### src/hdl/fas_defines.svh
/* Signal analyser front end constants */

`ifndef FAS_DEFINES_SVH
`define FAS_DEFINES_SVH

//////////////////////////////////////////////////////////////////////
// Datapath widths
//////////////////////////////////////////////////////////////////////

`define FAS_SAMPLE_W   16  // Input and filtered sample width
`define FAS_COEF_W     20  // Signed coefficient, 16 fraction bits
`define FAS_ACC_W      42  // 32 products of 36 bits plus headroom

//////////////////////////////////////////////////////////////////////
// Filter geometry
//////////////////////////////////////////////////////////////////////

`define FAS_NUM_TAPS   32  // Filter length
`define FAS_HALF_TAPS  16  // Taps per half MAC

// Fraction point of the accumulator
// Output takes bits FAS_FRAC_SHIFT+14 down to FAS_FRAC_SHIFT after the sign
`define FAS_FRAC_SHIFT 16

//////////////////////////////////////////////////////////////////////
// Framing
//////////////////////////////////////////////////////////////////////

`define FAS_FRAME_LEN  16  // Filter outputs per frame

`endif

### src/hdl/fas_types_pkg.sv
/* Datapath types */

`default_nettype none

`include "fas_defines.svh"

package fas_types_pkg;

  // One stream sample, two's complement
  typedef logic signed [`FAS_SAMPLE_W-1:0] sample_t;

  // Full precision sum of products
  typedef logic signed [`FAS_ACC_W-1:0] acc_t;

  // Half of the filter window, index 0 is the oldest sample of the slice
  typedef sample_t half_taps_t [`FAS_HALF_TAPS];

  // One frame for the block transform
  // Slot 0 holds the first filter output of the frame
  typedef sample_t frame_t [`FAS_FRAME_LEN];

endpackage

`default_nettype wire

### src/hdl/sample_framer.sv
/* Serial to parallel framer */

`default_nettype none

`include "fas_defines.svh"

module sample_framer
  import fas_types_pkg::*;
(
  input  logic    clk,
  input  logic    rst,
  input  logic    fir_valid,
  input  sample_t fir_d,
  output logic    frame_valid,  // One cycle pulse per full frame
  output frame_t  frame
);

  localparam int SLOT_W = $clog2(`FAS_FRAME_LEN);
  localparam int LAST   = `FAS_FRAME_LEN - 1;

  logic [SLOT_W:0] slot_cnt;                  // Next free slot
  sample_t         slots [`FAS_FRAME_LEN-1];  // Last beat goes straight to frame

  //////////////////////////////////////////////////////////////////////
  // Slot storage
  //////////////////////////////////////////////////////////////////////

  always_ff @(posedge clk) begin
    if (fir_valid && slot_cnt != (SLOT_W+1)'(LAST)) begin
      slots[slot_cnt[SLOT_W-1:0]] <= fir_d;
    end
  end

  //////////////////////////////////////////////////////////////////////
  // Slot counter and frame publish
  //////////////////////////////////////////////////////////////////////

  always_ff @(posedge clk or posedge rst) begin
    if (rst) begin
      slot_cnt    <= '0;
      frame_valid <= 1'b0;
      for (int i = 0; i < `FAS_FRAME_LEN; i++) frame[i] <= '0;
    end else begin
      frame_valid <= 1'b0;
      if (fir_valid) begin
        if (slot_cnt == (SLOT_W+1)'(LAST)) begin
          // 16th beat, copy out and start over
          for (int i = 0; i < LAST; i++) frame[i] <= slots[i];
          frame[LAST] <= fir_d;
          frame_valid <= 1'b1;
          slot_cnt    <= '0;
        end else begin
          slot_cnt <= slot_cnt + 1'b1;
        end
      end else begin
        slot_cnt <= '0;  // Gap drops a partial frame
      end
    end
  end

  a_pulse_single : assert property (@(posedge clk) disable iff (rst)
    frame_valid |=> !frame_valid)
    else $error("frame_valid held for two cycles");

  a_slot_range : assert property (@(posedge clk) disable iff (rst)
    slot_cnt < (SLOT_W+1)'(`FAS_FRAME_LEN))
    else $error("framer slot counter out of range");

endmodule

`default_nettype wire
### config.mk
export PLATFORM = sky130hd
export DESIGN_NAME = sample_framer
export DESIGN_NICKNAME = d
export VERILOG_FILES = /design/src/hdl/fas_types_pkg.sv /design/src/hdl/sample_framer.sv
export VERILOG_INCLUDE_DIRS = /design/src /design/src/hdl
export SDC_FILE = /design/constraint.sdc
export NUM_CORES = 1
export LEC_CHECK = 0
export ABC_AREA = 0
export BUFFER_PORTS_ARGS = -buffer_cell sky130_fd_sc_hd__buf_2
export CAP_MARGIN = 20
export CORE_MARGIN = 3
export CORE_UTILIZATION = 40
export DETAILED_ROUTE_END_ITERATION = 8
export GPL_TIMING_DRIVEN = 0
export SETUP_SLACK_MARGIN = 0.05
export SYNTH_ARGS = -nofsm -noshare
export SYNTH_HDL_FRONTEND = slang
export SYNTH_SLANG_ARGS = --single-unit
### constraint.sdc
create_clock -name clk -period 11.9 [get_ports clk]
set_clock_uncertainty 0.05 [all_clocks]
set_input_delay 1.785 -clock clk [delete_from_list [all_inputs] [get_ports clk]]
set_output_delay 1.785 -clock clk [all_outputs]
set_load 0.1 [all_outputs]
==> results of run 1 <==
-- layout make-up --
cell class / instances / area share (%)
multi-input cells: 299 / 18.16
repair buffers: 288 / 7.230
clock inverters: 16 / 0.7370
clock buffers: 81 / 7.033
well taps: 592 / 3.331
flip-flops and latches: 502 / 61.89
inverters: 3 / 0.08439
plain buffers: 32 / 1.530
diodes: 1 / 0.01125
-- placed cells by master (no fill, tap or decap), drive strengths merged --
cell      Yosys  final
buf          30    318
nor3          2      2
nor2         12     12
a31oi         1      1
inv           3      4
o21a          1      1
and3          1      1
clkinv        0     10
edfxtp      240    240
dfrtp       262    262
and2          2      2
nand2b        7      7
a21boi        1      1
clkinvlp      0      2
bufinv        0      3
ha            4      4
o21ai         1      1
nand3         1      1
clkbuf        2     83
and4b         1      1
mux2        256    256
nand2         7      7
nor3b         2      2
diode         0      1
-- cell families after synthesis --
| family | Yosys count | share of synthesized area, % |
|---|---|---|
| AO/OA/AOI/OAI | 4 | 0.1451 |
| adder cells (fa/ha/maj) | 4 | 0.2764 |
| buffers and inverters | 35 | 1.942 |
| flip-flops | 502 | 76.01 |
| multiplexers | 256 | 20.67 |
| AND/OR/NAND/NOR | 35 | 0.9604 |
-- per-stage QoR --
stage	TNS, ps	setup slack, ps	instance area (um2)	hold WS, ps	instances
floorplan	0	2853	18110	403.8	836
global placement	-214740	-863.0	20220	406.5	1702
detailed placement	0	8283	20510	412.3	1716
CTS	0	8594	22240	419.6	1813
global route	0	8586	22240	428.0	1813
finish	0	8652	22240	420.7	1814
-- where the power goes --
| part | total (uW) | leakage [uW] | internal [uW] | switching, uW |
|---|---|---|---|---|
| logic | 100 | 0.00351 | 14.6 | 85.3 |
| registers | 1840 | 0.00583 | 1840 | 5.21 |
| clock network | 1620 | 0.000842 | 967 | 654 |
-- worst max-delay path by stage --
stage                            from                     end  slack, ps
6_report       frame[234]$_DFFE_PP0P_              frame[234]       8650
5_1_grt        frame[234]$_DFFE_PP0P_              frame[234]       8590
4_1_cts        frame[234]$_DFFE_PP0P_              frame[234]       8590
3_5_place_dp                fir_valid   slots[0][2]$_DFFE_PP_       8280
3_3_place_gp                      rst  frame[134]$_DFFE_PP0P_       -860
2_1_floorplan                     rst    frame[0]$_DFFE_PP0P_       2850
-- layer usage --
metal	GRT usage, %	wire [um]	vias up
li1	-	-	3760
met1	24.37	18460	4445
met2	29.56	20650	238
met3	5.172	2948	53
met4	5.141	860	0
met5	0	0	-
-- registers in the layout, indices dropped and copies added, names as in the netlist --
register and cells:
slots 240, slot_cnt 5, frame 256, frame_valid 1
==> summary.txt, run 1 <==
Placement
  • Port Buffers: 274
  • Gp weighted congestion: 0.7261
  • Dpl hpwl: 26230 um

GRT
  • Pin count of the biggest net entering global routing: 102
  • Initial antenna violation count: 0
  • Grt total ovfl: 0
  • Vias in the first global route: 9373
  • Total GRT Usage: 18.30%
  • First-pass GRT wire length: 63580 um

Layout
  • Layout cells sized above 1: 54.63%
  • Area Growth Syn to Fin: 22.82%
  • # fillers: 3713
  • NumNets Final: 1202
  • Util after Layout: 49.96%
  • Multi-input gate area: 4038 um2
  • Reg area: 13760 um2

STA
  • Endpoints failing hold: 0
  • Max-slew violation count: 0
  • Part of the cycle the worst path needs: 27.30%
  • Fmax: 307.9 MHz
  • Period minus WS final: 3248 ps
  • Setup violators final: 0
  • RSZ-0062 raised after global routing: false
  • Max transition margin: 33.89%
  • Worst slew pin tran: 990.5 ps

Logic synthesis
  • EDFF count, synth: 240
  • Top cells by count, synth: dfrtp_1, edfxtp_1, mux2_4, mux2_2, buf_6
  • Leading post-synthesis cells by cell area: edfxtp_1, dfrtp_1, mux2_4, mux2_2, buf_6
  • Sequential area share after synthesis: 76.01%
  • Top cell type's share of synthesized area: 39.80%
  • Area leader, netlist: edfxtp_1
  • Most common cell in the netlist: dfrtp_1
  • Flop and latch count out of synthesis: 502
  • Syn Inst Count: 836
  • Post-synth ARST share: 52.19%
  • Synthesized area: 18110 um2
  • Ys flop type: dfrtp_1
  • Yosys warning count: 0
  • Synth Area per Inst: 21.66 um2
  • Distinct cell type count after synthesis: 23
  • Syn Nets: 859

Clocking
  • Num CTS Buffers: 53
  • Post-CTS Hold Fix Bufs: 0
  • CTS Sinks: 502
  • Clock root cell: clkbuf_16
  • Post_cts resized: 0
  • CTS tree: yes
  • H-tree level count: 2
  • Worst-Skew Late Latency: 580 ps
  • Clk slew on worst S/H paths: 60 ps
  • Clock buffer depth: 3
  • Post-CTS Setup Bufs: 0

Routing
  • First-pass DRT Iterations: 4
  • Via count: 8496
  • Avg WL per Cell: 23.66 um
  • Final ANT Viol Nets: 0
  • DRC Markers: 0
  • 1st-iter DRT viols: 416
  • Vias per inst: 4.684
  • Wirelength, routed: 42930 um

Pwr
  • Leak: 0.01018 uW
  • VDD IR max: 114.8 uV
  • Cell Pwr Density: 160.4 nW/um2
  • Total power: 3566 uW

Setup path
  • Worst path arrival time: 1410 ps
  • CP Capture Type: output port
  • Crit path required time: 10070 ps
  • Flop2flop setup slack: 9730 ps
  • CP max stage delay: 450 ps
  • CP top delay family: buffers and inverters
  • CP max-delay cell: buf_2
  • CP Launch Type: flip-flop
  • R2r endpoint: frame[197]$_DFFE_PP0P_
  • Crit path cell chain: buf_2
  • WS Path Type: flip-flop to output port
  • R2R Path Start: slot_cnt[0]$_DFF_PP0_
  • Worst R2R Path Depth: 7
  • Worst path depth: 1
  • Crit Path Max Fanout: 2
  • CP bufs+invs: 1

Outcome
  • Status: finished clean

Floorplanning
  • Die Width: 218.8 um
  • # IOs: 276
  • Chip height: 218.8 um
  • Die ar.: 47860 um2
  • Starting Density: 40.68%
  • Core Area: 44510 um2
  • Rows: 77

Worst hold path
  • WHS Endpoint: frame[204]$_DFFE_PP0P_
  • Hold path depth: 1
  • Hold path startpoint: slots[3][12]$_DFFE_PP_
  • Hold Path Class: flip-flop to flip-flop

Run
  • Max-Cap Viols: 0
Power figures use the tool's default switching activity.
==> run 2: changes to the inputs <==
- clock period: 11.9 -> 2.7 ns (I/O delays scaled with it)
==> summary.txt, run 2 (synthesis gave the netlist of run 1 again) <==
Layout
  • Biggest register: frame (unchanged)
  • NumNets Final: 1209 (was 1202)
  • Area Growth Syn to Fin: 23.02% (was 22.82%)
  • Util after Layout: 50.05% (was 49.96%)
  • Commonest non-fill, non-tap cell in the layout: buf_2 (unchanged)
  • Layout cells sized above 1: 54.97% (was 54.63%)
  • Max reg flops: 256 (unchanged)
  • Design area: 22280 um2 (was 22240 um2)
  • Most frequent cells in the layout: buf_2, dfrtp_1, edfxtp_1 (unchanged)

Outcome
  • Status: finished clean (unchanged)

Setup path
  • CP Capture Type: flip-flop (was output port)
  • Flop2flop setup slack: 550 ps (was 9730 ps)
  • WS Path Type: flip-flop to flip-flop (was flip-flop to output port)
  • Worst path arrival time: 2300 ps (was 1410 ps)
  • Worst R2R Path Depth: 4 (was 7)
  • CP Launch Type: flip-flop (unchanged)
  • Crit path required time: 2840 ps (was 10070 ps)
  • R2R Path Start: slot_cnt[0]$_DFF_PP0_ (unchanged)
  • Crit Path Max Fanout: 16 (was 2)
  • R2r endpoint: slots[13][10]$_DFFE_PP_ (was frame[197]$_DFFE_PP0P_)

GRT
  • Vias in the first global route: 9061 (was 9373)
  • Total GRT Usage: 18.02% (was 18.30%)
  • Initial antenna violation count: 4 (was 0)
  • First-pass GRT wire length: 62330 um (was 63580 um)
  • Pin count of the biggest net entering global routing: 40 (was 102)
  • Grt total ovfl: 0 (unchanged)

Clocking
  • Post-CTS Hold Fix Bufs: 1 (was 0)
  • Clk slew on worst S/H paths: 60 ps (about the same)
  • Worst-Skew Late Latency: 570 ps (was 580 ps)
  • Clock buffer depth: 3 (unchanged)
  • Num CTS Buffers: 53 (unchanged)
  • H-tree level count: 2 (unchanged)
  • CTS Sinks: 502 (unchanged)
  • Post-CTS Setup Bufs: 0 (unchanged)
  • Clock root cell: clkbuf_16 (unchanged)
  • CTS tree: yes (unchanged)
  • Post_cts resized: 0 (unchanged)

Floorplanning
  • Die Width: 218.8 um (unchanged)
  • Die ar.: 47860 um2 (unchanged)
  • Chip height: 218.8 um (unchanged)
  • Rows: 77 (unchanged)
  • Core Area: 44510 um2 (unchanged)
  • Starting Density: 40.68% (unchanged)
  • # IOs: 276 (unchanged)

STA
  • WHS: 164.6 ps (was 420.7 ps)
  • Fmax: 464.2 MHz
  • Worst setup margin: 545.5 ps (was 8652 ps)
  • Part of the cycle the worst path needs: 79.79%
  • Period minus WS final: 2154 ps
  • RSZ-0062 raised after global routing: false (unchanged)
  • Max-slew violation count: 0 (unchanged)
  • Max transition margin: 37.34% (was 33.89%)
  • Worst slew pin tran: 938.8 ps (was 990.5 ps)
  • Setup violators final: 0 (unchanged)
  • Endpoints failing hold: 0 (unchanged)

Pwr
  • VDD IR max: 577.2 uV (was 114.8 uV)
  • Leak: 0.01020 uW (was 0.01018 uW)
  • Cell Pwr Density: 693.5 nW/um2 (was 160.4 nW/um2)
  • Total power: 15450 uW (was 3566 uW)

Routing
  • Vias per inst: 4.719 (was 4.684)
  • DRC Markers: 0 (unchanged)
  • First-pass DRT Iterations: 4 (unchanged)
  • Avg WL per Cell: 23.46 um (was 23.66 um)
  • Wirelength, routed: 42790 um (was 42930 um)
  • Final ANT Viol Nets: 0 (unchanged)
  • 1st-iter DRT viols: 477 (was 416)
  • Via count: 8607 (was 8496)

Placement
  • Port Buffers: 274 (unchanged)
  • Gp weighted congestion: 0.7089 (was 0.7261)
  • Area post-placement: 20610 um2 (was 20510 um2)
  • Pre-CTS WS: 483.5 ps (was 8283 ps)
  • Dpl hpwl: 26570 um (was 26230 um)

Worst hold path
  • WHS Endpoint: slot_cnt[4]$_DFF_PP0_ (was frame[204]$_DFFE_PP0P_)
  • Hold path startpoint: fir_valid (was slots[3][12]$_DFFE_PP_)
  • Hold Path Class: input port to flip-flop (was flip-flop to flip-flop)
  • Hold path depth: 3 (was 1)

Run
  • Max-Cap Viols: 0 (unchanged)
==> run 2: changes by cell type in the layout (fill, tap and decap cells not counted), moves of 3 or more <==
| cell | change |
|---|---|
| clkbuf_1 | -5 |
| diode_2 | +3 |
| buf_12 | +8 |
| clkinv_2 | +4 |
| clkinv_1 | +3 |
==> run 2: metal layers <==
metal / wire length (um) / up-vias / global-route usage, %
met1: 18900 / 4495 / 25.01
met3: 2827 / 63 / 4.727
met2: 20200 / 255 / 28.31
li1: - / 3794 / -
met5: 0 / - / 0
met4: 865 / 0 / 4.947
==> run 2: worst max path at each step <==
stage | depth (start not counted) | from | endpoint | slack [ps]
5_1_grt | 4 | slot_cnt[0]$_DFF_PP0_ | slots[13][10]$_DFFE_PP_ | 380
6_report | 4 | slot_cnt[0]$_DFF_PP0_ | slots[13][10]$_DFFE_PP_ | 550
2_1_floorplan | 1 | rst | frame[0]$_DFFE_PP0P_ | -1210
3_3_place_gp | 2 | rst | frame[8]$_DFFE_PP0P_ | -3230
4_1_cts | 4 | slot_cnt[0]$_DFF_PP0_ | slots[13][10]$_DFFE_PP_ | 500
3_5_place_dp | 3 | fir_valid | slots[4][14]$_DFFE_PP_ | 480
==> run 2: power breakdown <==
| group | total [uW] | internal (uW) | switching [uW] |
|---|---|---|---|
| Clock | 6850 | 3950 | 2900 |
| Combinational | 463 | 84.2 | 379 |
| Sequential | 8130 | 8110 | 23.1 |
==> run 2: area by class of cell <==
class / count / area [um2]
buffer: 32 / 340.3
inverter: 3 / 15.01
clock inverter: 23 / 151.4
timing repair buffer: 295 / 1723
sequential: 502 / 13760
fill: 3702 / 22230
clock buffer: 74 / 1495
antenna: 4 / 10.01
multi-input combinational: 299 / 4038
tap: 592 / 740.7
==> run 2: critical path, cell delays in order, from the launching register on <==
cell and delay (ps):
dfrtp_1 430, ha_1 300, nand2b_1 140, nand3_1 140, nor2_2 710
==> run 2: metrics by stage <==
step	TNS, ps	cells
2_1_floorplan	-317160	836
4_1_cts	0	1820
6_report	0	1824
3_3_place_gp	-871700	1702
5_1_grt	0	1820
3_5_place_dp	0	1722
==> run 3: changes to the inputs <==
- ABC_AREA: 0 -> 1
- clock period: 2.7 -> 2 ns (I/O delays scaled with it)
==> summary.txt, run 3 <==
GRT
  • Vias in the first global route: 12254 (was 9061)
  • Total GRT Usage: 21.76% (was 18.02%)
  • Initial antenna violation count: 1 (was 4)
  • Pin count of the biggest net entering global routing: 45 (was 40)
  • Grt total ovfl: 0 (unchanged)
  • First-pass GRT wire length: 76670 um (was 62330 um)

Layout
  • Area Growth Syn to Fin: 24.47% (was 23.02%)
  • Biggest register: frame (unchanged)
  • Commonest non-fill, non-tap cell in the layout: nand2_1 (was buf_2)
  • Post-Layout Cell Count: 2440 (was 1824)
  • Max reg flops: 256 (unchanged)
  • NumNets Final: 1828 (was 1209)
  • Util after Layout: 50.72% (was 50.05%)
  • Layout cells sized above 1: 25.34% (was 54.97%)
  • Most frequent cells in the layout: nand2_1, buf_2, dfrtp_1 (was buf_2, dfrtp_1, edfxtp_1)

Routing
  • Wirelength, routed: 51860 um (was 42790 um)
  • Avg WL per Cell: 21.25 um (was 23.46 um)
  • DR top layer: met5 (was met4)
  • Vias per inst: 5.101 (was 4.719)
  • Via count: 12447 (was 8607)
  • First-pass DRT Iterations: 5 (was 4)
  • 1st-iter DRT viols: 929 (was 477)
  • Final ANT Viol Nets: 0 (unchanged)
  • Met2 routed WL: 24710 um (was 20200 um)
  • Metal-1 WL: 22280 um (was 18900 um)
  • DRC Markers: 0 (unchanged)
  • WL met3: 3506 um (was 2827 um)

Worst hold path
  • Hold Path Class: input port to flip-flop (unchanged)
  • Hold path startpoint: fir_d[15] (was fir_valid)

Floorplanning
  • Die Width: 218.7 um (was 218.8 um)
  • # IOs: 276 (unchanged)
  • Die ar.: 47830 um2 (was 47860 um2)
  • Rows: 77 (unchanged)
  • Starting Density: 40.75% (was 40.68%)
  • Core Area: 44410 um2 (was 44510 um2)
  • Chip height: 218.7 um (was 218.8 um)

Logic synthesis
  • Area leader, netlist: edfxtp_1 (unchanged)
  • Flop and latch count out of synthesis: 502 (unchanged)
  • Post-Synth Adder-Cell Area: 0.2765% (was 0.2764%)
  • Distinct cell type count after synthesis: 20 (was 23)
  • EDFF count, synth: 240 (unchanged)
  • Post-synthesis compound-gate area fraction: 0.09679% (was 0.1451%)
  • Synth Area per Inst: 12.50 um2 (was 21.66 um2)
  • Sequential area share after synthesis: 76.05% (was 76.01%)
  • Top cells by count, synth: nand2_1, dfrtp_1, nand4_1, edfxtp_1, buf_2 (was dfrtp_1, edfxtp_1, mux2_4, mux2_2, buf_6)
  • Ys flop type: dfrtp_1 (unchanged)
  • Top cell type's share of synthesized area: 39.82% (was 39.80%)
  • Yosys warning count: 0 (unchanged)
  • Post-synth ARST share: 52.19% (unchanged)
  • Leading post-synthesis cells by cell area: edfxtp_1, dfrtp_1, nand2_1, nand4_1, buf_2 (was edfxtp_1, dfrtp_1, mux2_4, mux2_2, buf_6)
  • Synthesized area: 18100 um2 (was 18110 um2)
  • Most common cell in the netlist: nand2_1 (was dfrtp_1)
  • XOR/XNOR Fraction of Synth Area: 0% (unchanged)
  • Syn Inst Count: 1448 (was 836)
  • Multiplexer area fraction after synthesis: 0% (was 20.67%)
  • Syn Nets: 1471 (was 859)
  • Main combinational cell family by area after synthesis: simple AND/OR/NAND/NOR gates (was multiplexers)
  • Synth Area in Simple Gates: 20.53% (was 0.9605%)

Clocking
  • Clock root cell: clkbuf_16 (unchanged)
  • CTS Sinks: 502 (unchanged)
  • Clock buffer depth: 3 (unchanged)
  • Worst-Skew Late Latency: 590 ps (was 570 ps)
  • CTS tree: yes (unchanged)
  • Num CTS Buffers: 51 (was 53)
  • H-tree level count: 2 (unchanged)
  • Clk slew on worst S/H paths: 70 ps (was 60 ps)

Placement
  • Dpl hpwl: 32850 um (was 26570 um)
  • Port Buffers: 274 (unchanged)
  • Gp weighted congestion: 0.7855 (was 0.7089)
  • Placed insts: 2320 (was 1722)

Setup path
  • Worst path arrival time: 2160 ps (was 2300 ps)
  • CP Capture Type: flip-flop (unchanged)
  • WS Path Type: flip-flop to flip-flop (unchanged)
  • Worst path most repeated cell: nor2_4
  • CP Launch Point: slot_cnt[0]$_DFF_PP0_ (unchanged)
  • Crit Path Max Fanout: 9 (was 16)
  • R2R Path Start: slot_cnt[0]$_DFF_PP0_ (unchanged)
  • CP max-delay cell: dfrtp_2 (was nor2_2)
  • Crit path required time: 2240 ps (was 2840 ps)
  • Crit path cell chain: ha_4 > nand2_2 > nor2_4 > nand2_1 > nand2_4 > buf_4 > nor2_4 > buf_12 (was ha_1 > nand2b_1 > nand3_1 > nor2_2)
  • CP Launch Type: flip-flop (unchanged)
  • Flop2flop setup slack: 80 ps (was 550 ps)
  • CP max stage delay: 460 ps (was 710 ps)

STA
  • Period minus WS final: 1916 ps (was 2154 ps)
  • WHS: 223.6 ps (was 164.6 ps)
  • Setup violators final: 0 (unchanged)
  • Worst slew pin tran: 907.7 ps (was 938.8 ps)
  • Part of the cycle the worst path needs: 95.78% (was 79.79%)
  • Sum of negative setup slack: 0 ps (unchanged)
  • Endpoints failing hold: 0 (unchanged)
  • Max-slew violation count: 0 (unchanged)
  • RSZ-0062 raised after global routing: true (was false)
  • Max transition margin: 39.36% (was 37.34%)
  • Fmax: 522.0 MHz (was 464.2 MHz)

Pwr
  • Cell Pwr Density: 920.3 nW/um2 (was 693.5 nW/um2)
  • Total power: 20730 uW (was 15450 uW)
  • VDD IR max: 589.2 uV (was 577.2 uV)
  • Leak: 0.01097 uW (was 0.01020 uW)

Outcome
  • Status: finished clean (unchanged)

Run
  • Max-Cap Viols: 0 (unchanged)
## run 3: repair_timing
item	4_1_cts	5_1_grt
endpoints found under the hold margin	32	0
resized for setup	18	7
setup endpoints to repair	491	303
pin swaps	10	5
setup buffers	13	9
hold buffers	1	0
gates cloned	0	1
## run 3: kinds of logic after synthesis
logic type	after synthesis
flip-flops	502
adder cells (fa/ha/maj)	4
AO/OA/AOI/OAI	3
buffers and inverters	125
AND/OR/NAND/NOR	814
## run 3: cell type report
| type | count | area, um2 |
|---|---|---|
| Fill cell | 3921 | 21890 |
| Sequential cell | 502 | 13770 |
| Multi-Input combinational cell | 821 | 3916 |
| Timing Repair Buffer | 304 | 1892 |
| Clock buffer | 74 | 1465 |
| Tap cell | 592 | 740.7 |
| Buffer | 115 | 556.8 |
| Clock inverter | 21 | 146.4 |
| Inverter | 10 | 41.29 |
| Antenna cell | 1 | 2.502 |
## run 3: worst max-delay path: cells and delay by family (launching register included)
family                     cells  cell delay [ps]
and+or+nand+nor                5              550
buffers and inverters          2              350
adders and majority gates      1              200
DFF                            1              460
## run 3: per-layer routing
metal  up-vias  GRT usage, %
met5         -             0
met4         2         7.388
met3        77         4.366
met2       389         35.06
met1      6180         29.72
li1       5799             -
## run 3: power breakdown
part           leakage (uW)  internal [uW]  switching [uW]
sequential          0.00583          10900            24.2
clock              0.000800           5320            3850
combinational       0.00435            110             501
total                0.0110          16400            4380
## run 3: final timing paths
| path | end | cells past startpoint |
|---|---|---|
| max in group asynchronous | frame[16]$_DFFE_PP0P_ | 5 |
| worst max-delay path | slots[7][2]$_DFFE_PP_ | 8 |
| worst max register to register | slots[7][2]$_DFFE_PP_ | 8 |
| worst min register to register | frame[207]$_DFFE_PP0P_ | 2 |
| min in group asynchronous | frame[211]$_DFFE_PP0P_ | 3 |
| worst min-delay path | slots[8][15]$_DFFE_PP_ | 1 |
## run 3: per-stage QoR
stage	setup WS, ps	cell area, um2
2_1_floorplan	-1806	18200
3_3_place_gp	-3460	20310
3_5_place_dp	-652.6	20430
4_1_cts	52.46	22350
5_1_grt	21.06	22520
6_report	84.40	22530
